$ cat config.mk
export PLATFORM = sky130hd
export DESIGN_NAME = i2c_master
export DESIGN_NICKNAME = d
export VERILOG_FILES = /design/src/hw/i2c_pkg.sv /design/src/hw/i2c_bit_engine.sv /design/src/hw/i2c_master.sv /design/src/hw/i2c_transfer_fsm.sv
export SDC_FILE = /design/constraint.sdc
export NUM_CORES = 1
export LEC_CHECK = 0
export BUFFER_PORTS_ARGS = -buffer_cell sky130_fd_sc_hd__buf_2
export CAP_MARGIN = 30
export CORE_ASPECT_RATIO = 0.75
export CORE_MARGIN = 2
export CORE_UTILIZATION = 60
export DETAILED_ROUTE_END_ITERATION = 8
export PLACE_DENSITY_LB_ADDON = 0.1
export SLEW_MARGIN = 30
export SYNTH_ARGS = -nofsm -noshare
export SYNTH_HDL_FRONTEND = slang
export SYNTH_HIERARCHICAL = 1
export SYNTH_SLANG_ARGS = --single-unit
$ cat constraint.sdc
create_clock -name clock -period 8.25 [get_ports clock]
set_input_delay 0.825 -clock clock [delete_from_list [all_inputs] [get_ports clock]]
set_output_delay 0.825 -clock clock [all_outputs]
set_load 0.02 [all_outputs]
$ cat src/hw/i2c_pkg.sv
package i2c_pkg;

    // Device address, then byte width for register address and data
    localparam int addr_width = 7;
    localparam int data_width = 8;

    // SCL divider value
    localparam int div_width = 16;

    // Bus symbols issued by the sequencer
    typedef enum logic [2:0] {
        cmd_start     = 3'd0,
        cmd_write_bit = 3'd1,
        cmd_read_bit  = 3'd2,
        cmd_stop      = 3'd3
    } bus_cmd_t;

endpackage

`timescale 1ns/100ps

// One bus symbol in flight between sequencer and bit engine
interface i2c_bit_if;

    logic               cmd_valid;
    i2c_pkg::bus_cmd_t  cmd;
    logic               tx_bit;
    logic               done;
    logic               rx_bit;

    modport sequencer (
        output cmd_valid,
        output cmd,
        output tx_bit,
        input  done,
        input  rx_bit
    );

    modport engine (
        input  cmd_valid,
        input  cmd,
        input  tx_bit,
        output done,
        output rx_bit
    );

endinterface

$ cat src/hw/i2c_bit_engine.sv
`timescale 1ns/100ps

module i2c_bit_engine (
    input  logic                            clock,
    input  logic                            reset_n,
    input  logic [i2c_pkg::div_width-1:0]   divider,
    input  logic                            scl_in,
    input  logic                            sda_in,
    output logic                            scl_pull,
    output logic                            sda_pull,
    i2c_bit_if.engine                       bus
);

    logic [i2c_pkg::div_width-1:0]  div_count;
    logic                           tick;
    logic [1:0]                     phase;
    logic [1:0]                     scl_sync;
    logic [1:0]                     sda_sync;
    logic                           step;
    logic                           stretch;

    //////////////////////////////////////////////////
    // Divider tick, one every divider+1 clocks
    //////////////////////////////////////////////////

    assign tick = (div_count >= divider);

    always_ff @(posedge clock) begin
        if (!reset_n) begin
            div_count <= '0;
        end else if (tick) begin
            div_count <= '0;
        end else begin
            div_count <= div_count + 1'b1;
        end
    end

    // Bus lines into the clock domain, idle bus reads high
    always_ff @(posedge clock) begin
        if (!reset_n) begin
            scl_sync <= 2'b11;
            sda_sync <= 2'b11;
        end else begin
            scl_sync <= {scl_sync[0], scl_in};
            sda_sync <= {sda_sync[0], sda_in};
        end
    end

    //////////////////////////////////////////////////
    // Four phases per symbol
    //////////////////////////////////////////////////

    // No stepping in the done cycle, the command there is stale
    assign step = tick && bus.cmd_valid && !bus.done;

    // Target holding SCL low stalls the high phase
    assign stretch = (phase == 2'd2) && !scl_sync[1];

    always_ff @(posedge clock) begin
        if (!reset_n) begin
            phase    <= 2'd0;
            scl_pull <= 1'b0;
            sda_pull <= 1'b0;
            bus.done <= 1'b0;
        end else begin
            bus.done <= 1'b0;
            if (tick && !bus.cmd_valid) begin
                // Sequencer idle or aborted, let go of both lines
                phase    <= 2'd0;
                scl_pull <= 1'b0;
                sda_pull <= 1'b0;
            end else if (step && !stretch) begin
                phase <= phase + 2'd1;
                case (phase)
                    2'd0: begin
                        // SDA set up while SCL is still low
                        case (bus.cmd)
                            i2c_pkg::cmd_write_bit: sda_pull <= !bus.tx_bit;
                            i2c_pkg::cmd_stop:      sda_pull <= 1'b1;
                            default:                sda_pull <= 1'b0;
                        endcase
                    end
                    2'd1: begin
                        scl_pull <= 1'b0;
                    end
                    2'd2: begin
                        // Start and stop edges on SDA with SCL high
                        if (bus.cmd == i2c_pkg::cmd_start) begin
                            sda_pull <= 1'b1;
                        end else if (bus.cmd == i2c_pkg::cmd_stop) begin
                            sda_pull <= 1'b0;
                        end
                    end
                    default: begin
                        // SCL stays released after a stop
                        scl_pull <= (bus.cmd != i2c_pkg::cmd_stop);
                        bus.done <= 1'b1;
                    end
                endcase
            end
        end
    end

    // Sampled in the SCL high phase, valid with done
    always_ff @(posedge clock) begin
        if (step && !stretch && (phase == 2'd2)) begin
            bus.rx_bit <= sda_sync[1];
        end
    end

endmodule

$ cat src/hw/i2c_master.sv
`timescale 1ns/100ps

module i2c_master (
    input  logic                                clock,
    input  logic                                reset_n,
    input  logic                                enable,
    input  logic                                read_write,
    input  logic [i2c_pkg::data_width-1:0]      mosi_data,
    input  logic [i2c_pkg::data_width-1:0]      register_address,
    input  logic [i2c_pkg::addr_width-1:0]      device_address,
    input  logic [i2c_pkg::div_width-1:0]       divider,
    input  logic                                scl_in,
    input  logic                                sda_in,
    output logic [i2c_pkg::data_width-1:0]      miso_data,
    output logic                                busy,
    output logic                                scl_pull,
    output logic                                sda_pull
);

    // Symbol handshake between sequencer and engine
    i2c_bit_if bit_bus ();

    i2c_transfer_fsm transfer_fsm_inst (
        .clock            (clock),
        .reset_n          (reset_n),
        .enable           (enable),
        .read_write       (read_write),
        .mosi_data        (mosi_data),
        .register_address (register_address),
        .device_address   (device_address),
        .miso_data        (miso_data),
        .busy             (busy),
        .bus              (bit_bus.sequencer)
    );

    // Open drain, pull enables only
    i2c_bit_engine bit_engine_inst (
        .clock    (clock),
        .reset_n  (reset_n),
        .divider  (divider),
        .scl_in   (scl_in),
        .sda_in   (sda_in),
        .scl_pull (scl_pull),
        .sda_pull (sda_pull),
        .bus      (bit_bus.engine)
    );

endmodule

$ cat src/hw/i2c_transfer_fsm.sv
`timescale 1ns/100ps

module i2c_transfer_fsm (
    input  logic                                clock,
    input  logic                                reset_n,
    input  logic                                enable,
    input  logic                                read_write,
    input  logic [i2c_pkg::data_width-1:0]      mosi_data,
    input  logic [i2c_pkg::data_width-1:0]      register_address,
    input  logic [i2c_pkg::addr_width-1:0]      device_address,
    output logic [i2c_pkg::data_width-1:0]      miso_data,
    output logic                                busy,
    i2c_bit_if.sequencer                        bus
);

    typedef enum logic [3:0] {
        st_idle,
        st_start,
        st_addr_w,
        st_check_ack,
        st_reg_addr,
        st_write_data,
        st_restart,
        st_addr_r,
        st_read_data,
        st_send_nack,
        st_stop
    } state_t;

    state_t                                 state;
    state_t                                 post_state;
    logic                                   saved_read;
    logic [$clog2(i2c_pkg::data_width)-1:0] bit_count;
    logic                                   last_bit;
    logic                                   accept;
    logic                                   byte_out;
    logic                                   ack_ok;
    logic [i2c_pkg::data_width-1:0]         tx_shift;
    logic [i2c_pkg::data_width-1:0]         next_byte;
    logic [i2c_pkg::addr_width-1:0]         saved_device;
    logic [i2c_pkg::data_width-1:0]         saved_register;
    logic [i2c_pkg::data_width-1:0]         saved_data;

    assign accept   = (state == st_idle) && enable;
    assign byte_out = (state == st_addr_w) || (state == st_reg_addr) ||
                      (state == st_write_data) || (state == st_addr_r);
    assign last_bit = (int'(bit_count) == i2c_pkg::data_width - 1);
    assign ack_ok   = (state == st_check_ack) && bus.done && !bus.rx_bit;

    // MSB first
    assign bus.tx_bit = tx_shift[i2c_pkg::data_width-1];

    //////////////////////////////////////////////////
    // Byte staging
    //////////////////////////////////////////////////

    // All ones leaves SDA released for the closing NACK
    always_comb begin
        case (post_state)
            st_reg_addr:   next_byte = saved_register;
            st_write_data: next_byte = saved_data;
            st_restart:    next_byte = {saved_device, 1'b1};
            default:       next_byte = '1;
        endcase
    end

    always_ff @(posedge clock) begin
        if (accept) begin
            saved_device   <= device_address;
            saved_register <= register_address;
            saved_data     <= mosi_data;
            tx_shift       <= {device_address, 1'b0};
        end else if (ack_ok) begin
            tx_shift <= next_byte;
        end else if (byte_out && bus.done) begin
            tx_shift <= {tx_shift[i2c_pkg::data_width-2:0], 1'b1};
        end
    end

    //////////////////////////////////////////////////
    // Transaction sequence
    //////////////////////////////////////////////////

    always_ff @(posedge clock) begin
        if (!reset_n) begin
            state         <= st_idle;
            post_state    <= st_idle;
            saved_read    <= 1'b0;
            bit_count     <= '0;
            busy          <= 1'b0;
            miso_data     <= '0;
            bus.cmd_valid <= 1'b0;
            bus.cmd       <= i2c_pkg::cmd_stop;
        end else begin
            case (state)
                st_idle: begin
                    if (enable) begin
                        saved_read    <= read_write;
                        busy          <= 1'b1;
                        bus.cmd_valid <= 1'b1;
                        bus.cmd       <= i2c_pkg::cmd_start;
                        state         <= st_start;
                    end
                end
                st_start, st_restart: begin
                    if (bus.done) begin
                        bit_count <= '0;
                        bus.cmd   <= i2c_pkg::cmd_write_bit;
                        state     <= (state == st_start) ? st_addr_w : st_addr_r;
                    end
                end
                st_addr_w, st_reg_addr, st_write_data, st_addr_r: begin
                    if (bus.done) begin
                        if (last_bit) begin
                            bus.cmd <= i2c_pkg::cmd_read_bit;
                            state   <= st_check_ack;
                            case (state)
                                st_addr_w:     post_state <= st_reg_addr;
                                st_reg_addr:   post_state <= saved_read ? st_restart
                                                                        : st_write_data;
                                st_write_data: post_state <= st_stop;
                                default:       post_state <= st_read_data;
                            endcase
                        end else begin
                            bit_count <= bit_count + 1'b1;
                        end
                    end
                end
                st_check_ack: begin
                    if (bus.done) begin
                        if (bus.rx_bit) begin
                            // NACK, drop out without a stop
                            busy          <= 1'b0;
                            bus.cmd_valid <= 1'b0;
                            state         <= st_idle;
                        end else begin
                            bit_count <= '0;
                            state     <= post_state;
                            case (post_state)
                                st_stop:      bus.cmd <= i2c_pkg::cmd_stop;
                                st_restart:   bus.cmd <= i2c_pkg::cmd_start;
                                st_read_data: bus.cmd <= i2c_pkg::cmd_read_bit;
                                default:      bus.cmd <= i2c_pkg::cmd_write_bit;
                            endcase
                        end
                    end
                end
                st_read_data: begin
                    if (bus.done) begin
                        miso_data <= {miso_data[i2c_pkg::data_width-2:0], bus.rx_bit};
                        if (last_bit) begin
                            bus.cmd <= i2c_pkg::cmd_write_bit;
                            state   <= st_send_nack;
                        end else begin
                            bit_count <= bit_count + 1'b1;
                        end
                    end
                end
                st_send_nack: begin
                    if (bus.done) begin
                        bus.cmd <= i2c_pkg::cmd_stop;
                        state   <= st_stop;
                    end
                end
                default: begin
                    if (bus.done) begin
                        busy          <= 1'b0;
                        bus.cmd_valid <= 1'b0;
                        state         <= st_idle;
                    end
                end
            endcase
        end
    end

endmodule

==> summary by stage <==
Pwr
The power density over cell area is 176 nW/µm². The fraction of power spent switching nets is 0.249. For this design the total switching power over the nets is 203 µW. The cell leakage power is 0.00183 µW.

The design internal power is 613 µW. Of the total power, combinational logic draws 0.130. The sequential cell fraction of total power is 0.557.

The share of total power dissipated in the clock network is 0.313. Summing internal, switching and leakage power gives 816 µW. The maximum vdd drop is 0.0942 mV.

Run status
The run finished with clean final reports.

Logic synthesis
The post-synthesis average cell area is 9.88 µm². The count of state elements after synthesis is 80. The count of yosys warnings during synthesis is 6. Among all flip-flop cells after synthesis, the most frequent one is sky130_fd_sc_hd__dfxtp_1. The number of distinct library cells after synthesis is 61. In the synthesized netlist the async set-or-reset flop fraction comes to 0. The cell area that synthesis handed to floorplanning was 4220 µm².

Of the synthesized area, sequential elements account for 0.453. After technology mapping, the gate count stands at 427. The number of synthesized flops with an enable pin is 31.

The number of nets in the synthesized netlist is 495.

STA
Setup repair after global routing left no endpoint under its margin. The final number of hold-violating endpoints is 0. The clock arrives with 0.00927 ns of skew. The top achievable clock speed is 332 MHz. For the final routed database, the setup TNS stands at 0 ns. The max-slew violation count came to 0. At the pin with the least slew margin, the transition time is 0.707 ns. The worst-case setup margin in the final layout is 5.24 ns.

The post-route clock period utilization is 0.365. The minimum period implied by the final worst setup slack is 3.01 ns. The final count of negative-setup-slack endpoints is 0. Measured against its own limit, the worst slew margin works out to 0.528.

Worst setup path
At the worst endpoint, the required time is 8.52 ns. STA classifies the critical path endpoint as a flip-flop. The worst setup path is of the input port to flip-flop kind. The kind of start point of the critical path is an input port.

In this run the critical register-to-register path is launched from bit_engine_inst/div_count[13]$_SDFF_PP0_. Setup slack on the worst reg-to-reg path comes out at 5.48 ns. Data arrives at the worst endpoint at 3.28 ns.

The maximum fanout count along the critical path is 9. The cell count of the worst reg-to-reg path is 7. The endpoint identified for the worst register-to-register timing path is bit_engine_inst/scl_pull$_SDFFE_PP0P_.

Hold path
The startpoint of the lowest-slack hold path is bit_engine_inst/sda_sync[0]$_SDFF_PN1_. The destination of the worst hold path is bit_engine_inst/sda_sync[1]$_SDFF_PN1_. The number of cells traversed by the worst hold path is 1. In this run the worst hold path is classified as flip-flop to flip-flop.

Flow run
Across the run, the number of max-cap violations was 0.

GRT
The total routing resource utilization after global routing is 0.233. The first global-routing pass estimated 14400 µm of wire. The number of antenna violations at the first check in global routing is 0.

Global routing finished with a remaining overflow of 0. Entering global routing, the biggest net connects 41 pins. The number of global-route vias before repair was 3075.

Clock network
The maximum buffer depth of the clock tree is 2. Hold repair after CTS inserted 0 buffers. The number of clock sinks is 80.

Counting the buffers created by CTS gives 9. The clock transition at the registers of the reported paths is 0.07 ns. After clock tree synthesis, the repair step resized 0 gates.

The number of H-tree levels is 3. The CTS tree is yes. The post-CTS setup-driven buffer insertion count is 0. Clock latency on the worst-skew pair, taken at its later pin, is 0.34 ns. The tree is rooted in a sky130_fd_sc_hd__clkbuf_8.

Place
The post-placement cell count is 544. Detailed placement ended at an HPWL of 5980 µm. The routability congestion estimate from global placement is 0.843.

The worst-case setup slack after placement is 4.91 ns. Input and output buffers added on the ports amount to 55.

Routing
The wire length reported by the detailed router is 8460 µm. The remaining number of nets flagged by the antenna check after routing is 0. Before antenna repair, the detailed router went through 5 iterations.

The number of design-rule violations left by the first detailed-router iteration is 112. After detailed routing, the number of remaining DRC violations is 0. The overall via count from detail_route is 3217. Dividing the detail-routed via count by the number of cells gives 5.75. The average wire per standard cell is 15.1 µm.

Final layout
The area growth from synthesis to layout is 10.2%. The final core utilization is 0.684. The number of antenna diodes in the final layout is 0. After the flow finishes, the layout carries non-filler instances totaling 559.

After the last flow step, the layout net total stands at 539. The share of final-layout standard cells stronger than drive strength 1 is 0.196.

Die
The floorplan core area is 6800 µm². The number of top-level design ports is 56. Measured along the x axis, the die boundary spans 101 µm.

The area of the die is 7720 µm². The height of the chip is 76.6 µm. The initial standard-cell utilization of the core is 0.620. The initialized floorplan defines 26 standard-cell rows.
==> state kept, by name (all words and copies together) (netlist names) <==
signal / count
bit_engine_inst/bus.done: 1
transfer_fsm_inst/miso_data: 8
transfer_fsm_inst/bus.cmd: 2
bit_engine_inst/scl_sync: 2
bit_engine_inst/phase: 2
transfer_fsm_inst/busy: 1
bit_engine_inst/div_count: 16
bit_engine_inst/bus.rx_bit: 1
bit_engine_inst/scl_pull: 1
transfer_fsm_inst/saved_data: 8
bit_engine_inst/sda_sync: 2
transfer_fsm_inst/saved_register: 8
transfer_fsm_inst/bit_count: 3
transfer_fsm_inst/post_state: 4
transfer_fsm_inst/tx_shift: 8
transfer_fsm_inst/saved_device: 7
bit_engine_inst/sda_pull: 1
transfer_fsm_inst/saved_read: 1
transfer_fsm_inst/state: 4
==> cell usage after synthesis (all sizes together), types with 2 or more instances <==
cell / number / area [µm²]
a2111oi: 3 / 45.1
a21o: 2 / 15.0
a21oi: 20 / 100
a31oi: 3 / 25.0
and2b: 3 / 22.5
and3: 4 / 25.0
buf: 14 / 95.1
clkbuf: 9 / 35.0
dfxtp: 49 / 981
edfxtp: 31 / 931
ha: 23 / 288
inv: 28 / 105
mux2: 8 / 90.1
mux2i: 14 / 153
nand2: 28 / 105
nand2b: 11 / 68.8
nand3: 13 / 65.1
nand3b: 2 / 15.0
nand4: 10 / 77.6
nand4b: 2 / 17.5
nor2: 43 / 161
nor2b: 5 / 31.3
nor3: 4 / 20.0
nor3b: 3 / 22.5
nor4: 2 / 12.5
o21ai: 21 / 105
o22a: 7 / 61.3
o22ai: 9 / 56.3
o311a: 2 / 20.0
o31ai: 4 / 30.0
o32ai: 3 / 45.1
or2: 6 / 37.5
or3: 2 / 12.5
or3b: 3 / 26.3
or4: 6 / 48.8
xnor2: 10 / 95.1
xor2: 8 / 70.1
==> kinds of logic (layout without fill, tap and decap cells) <==
kind of cell	after synthesis	count (layout)	share of synthesized area
AO/OA/AOI/OAI	83	83	0.138
XOR/XNOR	18	18	0.0392
adder cells (fa/ha/maj)	23	23	0.0682
buffers and inverters	51	99	0.0558
flip-flops	80	80	0.453
multiplexers	22	22	0.0575
other	1	1	0.000889
AND/OR/NAND/NOR	149	149	0.187
==> worst max path at each step <==
stage / startpoint / endpoint / cells after the start
2_1_floorplan: divider[15] / bit_engine_inst/scl_pull$_SDFFE_PP0P_ / 9
3_3_place_gp: divider[15] / bit_engine_inst/scl_pull$_SDFFE_PP0P_ / 9
3_5_place_dp: divider[15] / bit_engine_inst/scl_pull$_SDFFE_PP0P_ / 9
4_1_cts: divider[15] / bit_engine_inst/scl_pull$_SDFFE_PP0P_ / 9
5_1_grt: divider[13] / bit_engine_inst/scl_pull$_SDFFE_PP0P_ / 9
6_report: divider[15] / bit_engine_inst/scl_pull$_SDFFE_PP0P_ / 9
==> power groups by stage <==
stage               sequential, µW  clock, µW  combinational, µW
floorplan                      456          0               83.4
global placement               462          0                101
detailed placement             464          0                105
CTS                            455        267                106
global route                   458        283                118
finish                         455        256                106
==> per-layer routing <==
layer,wire length [µm],track usage,vias to the layer above
met5,0,0,-
met1,4100,0.322,1515
met3,403,0.0615,6
met4,63,0.0644,0
met2,3890,0.362,74
li1,-,-,1622
==> cell usage in the layout, fill, tap and decap left out, types with 4 or more instances in the layout <==
master,n
sky130_fd_sc_hd__nand4_1,9
sky130_fd_sc_hd__clkbuf_8,9
sky130_fd_sc_hd__nor2_1,43
sky130_fd_sc_hd__o21ai_1,5
sky130_fd_sc_hd__dfxtp_1,49
sky130_fd_sc_hd__xor2_1,8
sky130_fd_sc_hd__buf_2,55
sky130_fd_sc_hd__nand3_1,13
sky130_fd_sc_hd__xnor2_1,9
sky130_fd_sc_hd__and3_1,4
sky130_fd_sc_hd__nor2b_1,5
sky130_fd_sc_hd__nand2b_1,11
sky130_fd_sc_hd__o22a_1,7
sky130_fd_sc_hd__a21oi_1,20
sky130_fd_sc_hd__mux2_2,8
sky130_fd_sc_hd__o31ai_1,4
sky130_fd_sc_hd__or4_1,5
sky130_fd_sc_hd__or2_2,5
sky130_fd_sc_hd__nor3_1,4
sky130_fd_sc_hd__o21ai_0,16
sky130_fd_sc_hd__nand2_1,28
sky130_fd_sc_hd__o22ai_1,9
sky130_fd_sc_hd__inv_1,28
sky130_fd_sc_hd__edfxtp_1,31
sky130_fd_sc_hd__mux2i_1,13
sky130_fd_sc_hd__ha_1,23
==> metrics by stage <==
step / cell area [µm²] / hold slack (ns)
after floorplan: 4220 / 0.386
after global placement: 4480 / 0.391
after detailed placement: 4480 / 0.391
after CTS: 4650 / 0.409
after global routing: 4650 / 0.437
final: 4650 / 0.408
==> worst max-delay path: stages <==
cell and delay [ns]:
sky130_fd_sc_hd__buf_2 0.08, sky130_fd_sc_hd__inv_1 0.03, sky130_fd_sc_hd__ha_1 0.31, sky130_fd_sc_hd__nand4_1 0.15, sky130_fd_sc_hd__or3_1 0.42, sky130_fd_sc_hd__or4_1 0.52, sky130_fd_sc_hd__and3_1 0.27, sky130_fd_sc_hd__or4_1 0.53
sky130_fd_sc_hd__a21oi_1 0.15
==> layout make-up <==
type,count,area [µm²]
Fill cell,527,2150
Multi-Input combinational cell,296,2070
Sequential cell,80,1910
Timing Repair Buffer,56,283
Clock buffer,12,156
Inverter,28,105
Tap cell,84,105
Clock inverter,3,16.3
(Power assumes the default switching activity.)
